===== src/hdl/mcoi_pkg.sv =====
//------------------------------------------------
// shared constants for the motor control design
// frame opcodes, field widths and reset defaults
// imported by the RTL and the testbench
//------------------------------------------------

package mcoi_pkg;

   //------------------------------------------------
   // frame header opcodes, top two bits of byte 0
   //------------------------------------------------
   localparam logic [1:0] OP_MOVE_FWD   = 2'b00;
   localparam logic [1:0] OP_MOVE_REV   = 2'b01;
   localparam logic [1:0] OP_SET_PERIOD = 2'b10;
   localparam logic [1:0] OP_STATUS     = 2'b11;

   //------------------------------------------------
   // field widths
   //------------------------------------------------
   // motor index in the low header bits
   localparam int MOTOR_IDX_W = 6;

   // position, step count and period argument
   localparam int POS_W = 16;

   // header plus two argument bytes, same for replies
   localparam int FRAME_BYTES = 3;

   //------------------------------------------------
   // defaults
   //------------------------------------------------
   // step half period in clocks after reset
   localparam logic [15:0] DEFAULT_HALF_PERIOD = 16'd100;

endpackage : mcoi_pkg


===== src/hdl/frame_ctrl.sv =====
//------------------------------------------------
// command frame decoder and status reply sequencer
// three received bytes form a frame, header first
// moves and period loads go out as one-hot pulses
// status replies are queued one deep for the uart
//------------------------------------------------

`timescale 1ns/1ns

module frame_ctrl import mcoi_pkg::*; #(
   parameter int NMOTORS = 16
) (
   input  logic                          clk,
   input  logic                          rst,
   input  logic [7:0]                    rx_data,
   input  logic                          rx_strobe,
   output logic [7:0]                    tx_data,
   output logic                          tx_load,
   input  logic                          tx_busy,
   output logic [NMOTORS-1:0]            cmd_move,
   output logic [NMOTORS-1:0]            cmd_period,
   output logic                          cmd_dir,
   output logic [POS_W-1:0]              cmd_arg,
   input  logic [NMOTORS-1:0][POS_W-1:0] position
);

   localparam int REPLY_W = 8 * FRAME_BYTES;
   localparam logic [1:0] LAST_BYTE = 2'(FRAME_BYTES - 1);

   //------------------------------------------------
   // frame assembly
   //------------------------------------------------
   logic [1:0]             byte_cnt;
   logic [7:0]             hdr;
   logic [7:0]             arg_hi;
   logic                   frame_done;
   logic [1:0]             op;
   logic [MOTOR_IDX_W-1:0] idx;
   logic                   in_range;
   logic                   status_done;
   logic [POS_W-1:0]       pos_sel;

   // reply path
   logic [REPLY_W-1:0]     new_rep;
   logic [REPLY_W-1:0]     rep_src;
   logic [REPLY_W-1:0]     pend_q;
   logic                   pend_vld;
   logic [REPLY_W-9:0]     rep_q;
   logic [1:0]             rep_cnt;
   logic                   tx_free;
   logic                   next_byte;
   logic                   start;

   // third byte of a frame arriving
   assign frame_done  = rx_strobe && byte_cnt == LAST_BYTE;
   assign op          = hdr[7:6];
   assign idx         = hdr[MOTOR_IDX_W-1:0];
   assign in_range    = int'(idx) < NMOTORS;
   assign status_done = frame_done && in_range && op == OP_STATUS;

   // position of the addressed motor, zero when out of range
   always_comb begin
      pos_sel = '0;
      for (int i = 0; i < NMOTORS; i++) begin
         if (idx == MOTOR_IDX_W'(i)) begin
            pos_sel = position[i];
         end
      end
   end

   //------------------------------------------------
   // reply sequencing
   //------------------------------------------------
   // header echo, then position high and low
   assign new_rep = {hdr, pos_sel};
   // a waiting reply goes before a new one
   assign rep_src = pend_vld ? pend_q : new_rep;

   // uart idle and no load in flight
   assign tx_free   = !tx_busy && !tx_load;
   assign next_byte = tx_free && rep_cnt != 2'd0;
   assign start     = tx_free && rep_cnt == 2'd0 && (pend_vld || status_done);

   always_ff @(posedge clk) begin
      if (rst) begin
         byte_cnt   <= '0;
         cmd_move   <= '0;
         cmd_period <= '0;
         tx_load    <= 1'b0;
         rep_cnt    <= '0;
         pend_vld   <= 1'b0;
      end else begin
         if (rx_strobe) begin
            byte_cnt <= frame_done ? 2'd0 : byte_cnt + 1'b1;
         end
         // one-hot pulses, indexes past NMOTORS match nothing
         for (int i = 0; i < NMOTORS; i++) begin
            cmd_move[i]   <= frame_done && idx == MOTOR_IDX_W'(i) &&
                             (op == OP_MOVE_FWD || op == OP_MOVE_REV);
            cmd_period[i] <= frame_done && idx == MOTOR_IDX_W'(i) &&
                             op == OP_SET_PERIOD;
         end
         tx_load <= next_byte || start;
         if (start) begin
            rep_cnt <= LAST_BYTE;
         end else if (next_byte) begin
            rep_cnt <= rep_cnt - 1'b1;
         end
         // park a new reply unless it went straight out
         if (status_done && !(start && !pend_vld)) begin
            pend_vld <= 1'b1;
         end else if (start) begin
            pend_vld <= 1'b0;
         end
      end
   end

   always_ff @(posedge clk) begin
      if (rx_strobe && byte_cnt == 2'd0) begin
         hdr <= rx_data;
      end
      if (rx_strobe && byte_cnt == 2'd1) begin
         arg_hi <= rx_data;
      end
      if (frame_done) begin
         cmd_arg <= {arg_hi, rx_data};
         cmd_dir <= op == OP_MOVE_REV;
      end
      if (start) begin
         tx_data <= rep_src[REPLY_W-1 -: 8];
         rep_q   <= rep_src[REPLY_W-9:0];
      end else if (next_byte) begin
         tx_data <= rep_q[REPLY_W-9 -: 8];
         rep_q   <= rep_q << 8;
      end
      if (status_done) begin
         pend_q <= new_rep;
      end
   end

endmodule : frame_ctrl


===== src/hdl/mcoi_xu5_design_complete.sv =====
//------------------------------------------------
// motor controller top level
// RS485 commands in, replies out, one stepper per motor
// busy levels form the diagnostics outputs
//------------------------------------------------

`timescale 1ns/1ns

module mcoi_xu5_design_complete import mcoi_pkg::*; #(
   parameter int CLKS_PER_BIT = 868,
   parameter int NMOTORS      = 16
) (
   input  logic               clk,
   input  logic               rst,
   input  logic               rs485_pl_di,
   output logic               rs485_pl_ro,
   output logic [NMOTORS-1:0] step,
   output logic [NMOTORS-1:0] dir,
   output logic [NMOTORS-1:0] busy
);

   // serial side
   logic [7:0]                   rx_data;
   logic                         rx_strobe;
   logic [7:0]                   tx_data;
   logic                         tx_load;
   logic                         tx_busy;

   // motor side
   logic [NMOTORS-1:0]           cmd_move;
   logic [NMOTORS-1:0]           cmd_period;
   logic                         cmd_dir;
   logic [POS_W-1:0]             cmd_arg;
   logic [NMOTORS-1:0][POS_W-1:0] position;

   uart_rx #(
      .CLKS_PER_BIT (CLKS_PER_BIT)
   ) i_uart_rx (
      .clk         (clk),
      .rst         (rst),
      .rs485_pl_di (rs485_pl_di),
      .rx_data     (rx_data),
      .rx_strobe   (rx_strobe)
   );

   uart_tx #(
      .CLKS_PER_BIT (CLKS_PER_BIT)
   ) i_uart_tx (
      .clk         (clk),
      .rst         (rst),
      .tx_data     (tx_data),
      .tx_load     (tx_load),
      .rs485_pl_ro (rs485_pl_ro),
      .tx_busy     (tx_busy)
   );

   frame_ctrl #(
      .NMOTORS (NMOTORS)
   ) i_frame_ctrl (
      .clk        (clk),
      .rst        (rst),
      .rx_data    (rx_data),
      .rx_strobe  (rx_strobe),
      .tx_data    (tx_data),
      .tx_load    (tx_load),
      .tx_busy    (tx_busy),
      .cmd_move   (cmd_move),
      .cmd_period (cmd_period),
      .cmd_dir    (cmd_dir),
      .cmd_arg    (cmd_arg),
      .position   (position)
   );

   //------------------------------------------------
   // one generator per motor, shared dir and argument
   //------------------------------------------------
   for (genvar m = 0; m < NMOTORS; m++) begin : g_motor
      stepper_gen i_stepper_gen (
         .clk        (clk),
         .rst        (rst),
         .cmd_move   (cmd_move[m]),
         .cmd_period (cmd_period[m]),
         .cmd_dir    (cmd_dir),
         .cmd_arg    (cmd_arg),
         .step       (step[m]),
         .dir        (dir[m]),
         .busy       (busy[m]),
         .position   (position[m])
      );
   end

endmodule : mcoi_xu5_design_complete


===== src/hdl/stepper_gen.sv =====
//------------------------------------------------
// step and direction generator for one motor
// cmd_move starts a run of cmd_arg steps
// cmd_period sets the half period for later phases
//------------------------------------------------

`timescale 1ns/1ns

module stepper_gen import mcoi_pkg::*; (
   input  logic                    clk,
   input  logic                    rst,
   input  logic                    cmd_move,
   input  logic                    cmd_period,
   input  logic                    cmd_dir,
   input  logic [POS_W-1:0]        cmd_arg,
   output logic                    step,
   output logic                    dir,
   output logic                    busy,
   output logic signed [POS_W-1:0] position
);

   logic [POS_W-1:0] half_period;
   // length of the running phase
   logic [POS_W-1:0] phase_len;
   logic [POS_W-1:0] phase_cnt;
   // pulses still to come after the current one
   logic [POS_W-1:0] steps_left;
   logic             phase_end;
   logic             start;

   // one extra bit so a zero period gives one clock phases
   assign phase_end = {1'b0, phase_cnt} + 1'b1 >= {1'b0, phase_len};
   // moves while busy and empty moves are dropped
   assign start     = cmd_move && !busy && cmd_arg != '0;

   always_ff @(posedge clk) begin
      if (rst) begin
         half_period <= DEFAULT_HALF_PERIOD;
         phase_len   <= DEFAULT_HALF_PERIOD;
         phase_cnt   <= '0;
         steps_left  <= '0;
         step        <= 1'b0;
         dir         <= 1'b0;
         busy        <= 1'b0;
         position    <= '0;
      end else begin
         if (cmd_period) begin
            half_period <= cmd_arg;
         end
         if (start) begin
            // first rising edge right away
            busy       <= 1'b1;
            step       <= 1'b1;
            dir        <= cmd_dir;
            steps_left <= cmd_arg - 1'b1;
            phase_cnt  <= '0;
            phase_len  <= half_period;
            // dir high counts down
            position   <= cmd_dir ? position - 1'b1 : position + 1'b1;
         end else if (busy) begin
            if (phase_end) begin
               phase_cnt <= '0;
               phase_len <= half_period;
               if (step) begin
                  step <= 1'b0;
               end else if (steps_left != '0) begin
                  step       <= 1'b1;
                  steps_left <= steps_left - 1'b1;
                  position   <= dir ? position - 1'b1 : position + 1'b1;
               end else begin
                  // last low phase done
                  busy <= 1'b0;
               end
            end else begin
               phase_cnt <= phase_cnt + 1'b1;
            end
         end
      end
   end

endmodule : stepper_gen


===== src/hdl/uart_rx.sv =====
//------------------------------------------------
// 8N1 serial receiver for the RS485 input pin
// strobes rx_data for one cycle per good byte
// bytes with a low stop bit are dropped
//------------------------------------------------

`timescale 1ns/1ns

module uart_rx #(
   parameter int CLKS_PER_BIT = 868
) (
   input  logic       clk,
   input  logic       rst,
   input  logic       rs485_pl_di,
   output logic [7:0] rx_data,
   output logic       rx_strobe
);

   localparam int CNT_W = $clog2(CLKS_PER_BIT);
   // last clock of a full bit
   localparam logic [CNT_W-1:0] BIT_END = CNT_W'(CLKS_PER_BIT - 1);
   // middle of the start bit
   localparam logic [CNT_W-1:0] HALF_END = CNT_W'(CLKS_PER_BIT / 2 - 1);

   typedef enum logic [1:0] {
      S_IDLE,
      S_START,
      S_DATA,
      S_STOP
   } state_t;

   state_t           state;
   logic [1:0]       sync;
   logic             line;
   logic [CNT_W-1:0] cnt;
   logic [2:0]       bit_idx;

   // two flop synchronizer, idle level is high
   always_ff @(posedge clk) begin
      if (rst) begin
         sync <= 2'b11;
      end else begin
         sync <= {sync[0], rs485_pl_di};
      end
   end

   assign line = sync[1];

   always_ff @(posedge clk) begin
      if (rst) begin
         state     <= S_IDLE;
         cnt       <= '0;
         bit_idx   <= '0;
         rx_strobe <= 1'b0;
      end else begin
         rx_strobe <= 1'b0;
         case (state)
            S_IDLE: begin
               cnt <= '0;
               // falling edge of the start bit
               if (!line) begin
                  state <= S_START;
               end
            end
            S_START: begin
               if (cnt == HALF_END) begin
                  cnt     <= '0;
                  bit_idx <= '0;
                  // glitch shorter than half a bit goes back to idle
                  state   <= line ? S_IDLE : S_DATA;
               end else begin
                  cnt <= cnt + 1'b1;
               end
            end
            S_DATA: begin
               if (cnt == BIT_END) begin
                  cnt     <= '0;
                  bit_idx <= bit_idx + 1'b1;
                  if (bit_idx == 3'd7) begin
                     state <= S_STOP;
                  end
               end else begin
                  cnt <= cnt + 1'b1;
               end
            end
            default: begin
               // stop bit middle, strobe only on a high stop bit
               if (cnt == BIT_END) begin
                  cnt       <= '0;
                  rx_strobe <= line;
                  state     <= S_IDLE;
               end else begin
                  cnt <= cnt + 1'b1;
               end
            end
         endcase
      end
   end

   // lsb first, sampled at each data bit middle
   always_ff @(posedge clk) begin
      if (state == S_DATA && cnt == BIT_END) begin
         rx_data <= {line, rx_data[7:1]};
      end
   end

endmodule : uart_rx


===== src/hdl/uart_tx.sv =====
//------------------------------------------------
// 8N1 serial transmitter for the RS485 output pin
// load a byte while tx_busy is low
// tx_busy stays high until the stop bit is out
//------------------------------------------------

`timescale 1ns/1ns

module uart_tx #(
   parameter int CLKS_PER_BIT = 868
) (
   input  logic       clk,
   input  logic       rst,
   input  logic [7:0] tx_data,
   input  logic       tx_load,
   output logic       rs485_pl_ro,
   output logic       tx_busy
);

   localparam int CNT_W = $clog2(CLKS_PER_BIT);
   localparam logic [CNT_W-1:0] BIT_END = CNT_W'(CLKS_PER_BIT - 1);

   // stop, data, start from msb down to lsb
   logic [9:0]       shreg;
   logic [CNT_W-1:0] cnt;
   logic [3:0]       bit_cnt;

   // line idles high between bytes
   assign rs485_pl_ro = tx_busy ? shreg[0] : 1'b1;

   always_ff @(posedge clk) begin
      if (rst) begin
         tx_busy <= 1'b0;
         cnt     <= '0;
         bit_cnt <= '0;
      end else if (!tx_busy) begin
         cnt     <= '0;
         bit_cnt <= '0;
         if (tx_load) begin
            tx_busy <= 1'b1;
         end
      end else if (cnt == BIT_END) begin
         cnt <= '0;
         // ten bits sent, stop bit complete
         if (bit_cnt == 4'd9) begin
            tx_busy <= 1'b0;
         end else begin
            bit_cnt <= bit_cnt + 1'b1;
         end
      end else begin
         cnt <= cnt + 1'b1;
      end
   end

   always_ff @(posedge clk) begin
      if (!tx_busy && tx_load) begin
         shreg <= {1'b1, tx_data, 1'b0};
      end else if (tx_busy && cnt == BIT_END) begin
         shreg <= {1'b1, shreg[9:1]};
      end
   end

endmodule : uart_tx


===== config.mk =====
export PLATFORM = sky130hd
export DESIGN_NAME = mcoi_xu5_design_complete
export DESIGN_NICKNAME = d
export VERILOG_FILES = /design/src/hdl/mcoi_pkg.sv /design/src/hdl/frame_ctrl.sv /design/src/hdl/mcoi_xu5_design_complete.sv /design/src/hdl/stepper_gen.sv /design/src/hdl/uart_rx.sv /design/src/hdl/uart_tx.sv
export SDC_FILE = /design/constraint.sdc
export NUM_CORES = 2
export LEC_CHECK = 0
export BUFFER_PORTS_ARGS = -buffer_cell sky130_fd_sc_hd__buf_2
export CAP_MARGIN = 20
export CORE_MARGIN = 5
export CORE_UTILIZATION = 55
export CTS_BUF_LIST = sky130_fd_sc_hd__clkbuf_8
export DETAILED_ROUTE_END_ITERATION = 10
export PLACE_DENSITY = 0.73
export RECOVER_POWER = 50
export SLEW_MARGIN = 30
export SYNTH_ARGS = -nofsm -noshare
export SYNTH_HDL_FRONTEND = slang
export SYNTH_SLANG_ARGS = --single-unit
export TNS_END_PERCENT = 20

===== constraint.sdc =====
create_clock -name clk -period 3.7 [get_ports clk]
set_input_delay 0.185 -clock clk [delete_from_list [all_inputs] [get_ports clk]]
set_output_delay 0.185 -clock clk [all_outputs]
set_load 0.005 [all_outputs]

==> summary.txt <==
Run status
  – Outcome: complete, no violations

Placement
  – DP HPWL: approximately 170 mm
  – Port Buffer Count: 51
  – Routability cong.: 1.02
  – Placed inst area: 84800 µm²

Global routing
  – Largest net degree at the start of global routing: 213
  – Most Used Layer, Global Route: met2
  – Global Route met2 Usage: 0.492
  – First-pass GRT wire length: ~390 mm
  – Vias in the first global route: 69123
  – M3 GR Usage: 0.0621
  – Initial antenna violation count: 14
  – M1 GR Usage: 0.424
  – Tot GR Track Use: 0.317
  – Total grt overflow: 0

Detailed routing
  – Number of nets still failing antenna checks after routing: 0
  – DR WL/cell: 21.1 µm
  – Via count: 74777
  – Drt first pass iters: 8
  – Routed WL: 256 mm
  – Post-route DRC: 0
  – Initial detailed-routing violation count: 7054
  – Average vias per placed instance: a little over 6

Floorplanning
  – Core ar.: between 100000 and 150000 µm²
  – Die area: between 150000 and 200000 µm²
  – Die Width: 392 µm
  – Die H: 392 µm
  – Starting Density: 0.552
  – Cell row count: between 100 and 150
  – # IOs: 52

Timing
  – Relative max-transition margin: 0.282
  – Setup violations, final: 0
  – Clock skew: 0.0773 ns
  – Max-slew violations: 0
  – Fin crit period: 3.61 ns
  – Worst hold slack: 0.201 ns
  – Tcrit/Tclk final: 0.976
  – Final Hold Viols: 0
  – Worst-Margin Slew: 1.07 ns
  – RSZ-0062 raised after global routing: true
  – Max frequency: 277 MHz

Clock network
  – Worst skew pair latency: 1.01 ns
  – Htree depth: 5
  – Number of CTS-inserted buffers: 278
  – CTS root buf: clkbuf_8
  – CTS tree: built
  – CTS max path bufs: 4
  – CTS sink cnt: 1497
  – Reg clk slew, reported paths: 0.06 ns

Worst setup path
  – R2R setup slack: 0.09 ns
  – Crit Path Max Fanout: 27
  – Critical path, cell by cell: and3_1 -> and3_4 -> and3_1 -> nand3_1 -> xnor2_1 -> ha_1 -> and3_1 -> nand3_1 -> or4_4 -> nand4_1 -> buf_4 -> buf_4 -> o21ai_2 -> buf_12 -> or3_1 -> a21oi_1
  – Critical path required time: between 4 and 5 ns
  – Endpoint class of the critical path: flop
  – R2R cell count: 16
  – Crit. Startpoint: g_motor[9].i_stepper_gen.phase_cnt[0]
  – CP startpoint kind: flop
  – Critical R2R Launch: g_motor[9].i_stepper_gen.phase_cnt[0]
  – Critical Path AT: about 4.5 ns
  – Top cell by count, worst path: and3_1
  – CP max stage cell: or4_4
  – Crit path depth: 16
  – Crit Path Class: flop to flop
  – Buffers & Inverters on Critical Path: 3
  – Delay of the slowest critical-path stage: 0.56 ns
  – Critical Path Sink: g_motor[9].i_stepper_gen.position[8]
  – Reg2Reg Capture Point: g_motor[9].i_stepper_gen.position[8]
  – Worst path top cell family by delay: simple AND/OR/NAND/NOR gates

Pwr
  – Static Leak: 0.0352 µW
  – PD cells: 383 nW/µm²
  – Peak supply drop: 0.285 mV

Synth
  – Ranking of synthesized cells by area: dfxtp_1 (35%), nor2_1 (5.6%), ha_1 (5.2%)
  – #FFs+latches synth: around 1500
  – Post-synth top area share: 0.350
  – Avg Cell Area, Syn: 8.19 µm²
  – Warnings, synthesis: 0
  – Ys async rst share: 0
  – Dominant cell type by area after synthesis: dfxtp_1
  – EDFF count, synth: 97
  – Dominant synthesized flop cell: dfxtp_1
  – Syn Inst Count: ~10000
  – Synth Cell Area: 80100 µm²
  – Post-Syn Nets: 10124
  – Seq/Total Area, Yosys: 0.386
  – Yosys cell types: 96

Layout
  – Final instance area: 92100 µm²
  – Area Growth Syn to Fin: 15.0%
  – Net count, final: 10383
  – Layout cells sized above 1: 0.137

Hold path
  – Worst hold path class: input port to flop

Job
  – Maxcap violations: 0
[metrics by stage]
step                       util  power (µW)  setup TNS [ns]  std cells  setup WS [ns]
after floorplan               -       19100           -1.53       9789         -0.117
after global placement    0.584       19700               0      11619        0.00570
after detailed placement  0.584       19700           -1.68      11619         -0.108
after CTS                 0.622       35500         -0.0446      12086        -0.0296
after global routing      0.634       36600           -4.31      12152         -0.122
final                     0.634       35300               0      12158         0.0875
[worst min path at each step]
stage / start / end / cells past startpoint / slack (ns)
finish: rst / g_motor[6].i_stepper_gen.phase_len[1] / 3 / 0.20
global route: rst / g_motor[6].i_stepper_gen.phase_len[1] / 3 / 0.16
CTS: rst / g_motor[6].i_stepper_gen.phase_len[1] / 3 / 0.14
detailed placement: rs485_pl_di / i_uart_rx.sync[0] / 2 / 0.38
global placement: rs485_pl_di / i_uart_rx.sync[0] / 2 / 0.38
floorplan: rs485_pl_di / i_uart_rx.sync[0] / 1 / 0.29
[timing repair]
item,CTS,global route
hold endpoints to repair,584,0
resized for setup,17,284
buffers inserted,0,51
endpoints found under the setup margin,115,872
hold buffers,3,0
cloned,0,13
pin swaps,3,90
[kinds of logic (layout without fill, tap and decap cells)]
| logic type | Yosys count | count (layout) | share of synthesized area |
|---|---|---|---|
| and+or+nand+nor | 3820 | 3821 | 0.229 |
| buffers and inverters | 1055 | 1497 | 0.0522 |
| muxes | 456 | 456 | 0.0594 |
| xor gates and xnor gates | 575 | 575 | 0.0629 |
| AOI/OAI and AO/OA | 2054 | 2054 | 0.159 |
| DFF | 1497 | 1497 | 0.386 |
| adders and majority gates | 332 | 332 | 0.0518 |
| other | 0 | 9 | 0 |
[per-layer routing]
metal	vias up	wire length [µm]
met5	-	13
met4	2	13300
met3	717	22700
met2	3113	113000
met1	35757	107000
li1	35188	-
[flip-flops by register name, indices dropped and copies added, names as in the netlist, 24 cells and up]
register                           cells
g_motor.i_stepper_gen.half_period    256
g_motor.i_stepper_gen.phase_cnt      256
g_motor.i_stepper_gen.phase_len      256
g_motor.i_stepper_gen.position       256
g_motor.i_stepper_gen.steps_left     256
i_frame_ctrl.pend_q                   24
[tightest hold or removal path: stages]
cell,delay [ns]
dlygate4sd3_1,0.56
buf_8,0.25
nor2_1,0.14
[cell usage in the layout (no fill, tap or decap), types with 63 or more instances in the layout]
| master | n |
|---|---|
| a211oi_1 | 136 |
| a21oi_1 | 794 |
| a22oi_1 | 111 |
| a31oi_1 | 63 |
| and3_1 | 142 |
| buf_4 | 509 |
| clkbuf_8 | 337 |
| dfxtp_1 | 1360 |
| edfxtp_1 | 97 |
| ha_1 | 323 |
| inv_1 | 474 |
| mux2i_1 | 414 |
| nand2_1 | 930 |
| nand2b_1 | 85 |
| nand3_1 | 346 |
| nand3b_1 | 85 |
| nand4_1 | 196 |
| nor2_1 | 1154 |
| nor3_1 | 213 |
| nor4_1 | 109 |
| o21ai_0 | 373 |
| or3_1 | 132 |
| xnor2_1 | 336 |
| xor2_1 | 201 |
[final cells by class]
cell class	count	area, µm²
Inverter	409	1540
Timing Repair Buffer	624	5270
Multi-Input combinational cell	7238	46500
Tap cell	1917	2400
Clock buffer	337	4640
Sequential cell	1497	31000
Fill cell	12277	53100
Clock inverter	127	756
Antenna cell	9	22.5
[report_power, final]
group | total [µW] | switching (µW) | internal [µW]
combinational | 2730 | 1730 | 1010
clock | 15800 | 7050 | 8750
sequential | 16800 | 182 | 16600
[Yosys cell counts, types with 19 or more instances]
cell	count
a2111oi_0	21
nand3_1	366
or4_1	65
nor4_1	124
a21o_1	55
nor3b_1	19
nand4_1	196
o21a_1	44
edfxtp_1	97
nand2_1	939
o31ai_1	32
nand4b_1	30
and2_1	55
nor4b_1	19
and4_1	29
nor3_1	228
o22ai_1	48
nand3b_1	85
or3_1	133
a22oi_1	111
a211oi_1	147
inv_1	401
nand2b_1	85
xnor2_1	359
xor2_1	216
o211ai_1	58
a22o_1	39
ha_1	332
a311oi_1	21
a31oi_1	65
mux2i_1	415
o32ai_1	23
clkbuf_1	506
nor2b_1	52
o21ai_0	391
and3_1	157
dfxtp_1	1400
buf_4	49
nor2_1	1185
buf_2	23
or2_2	27
buf_1	67
mux2_2	28
a21oi_1	819
Power figures use the tool's default switching activity.
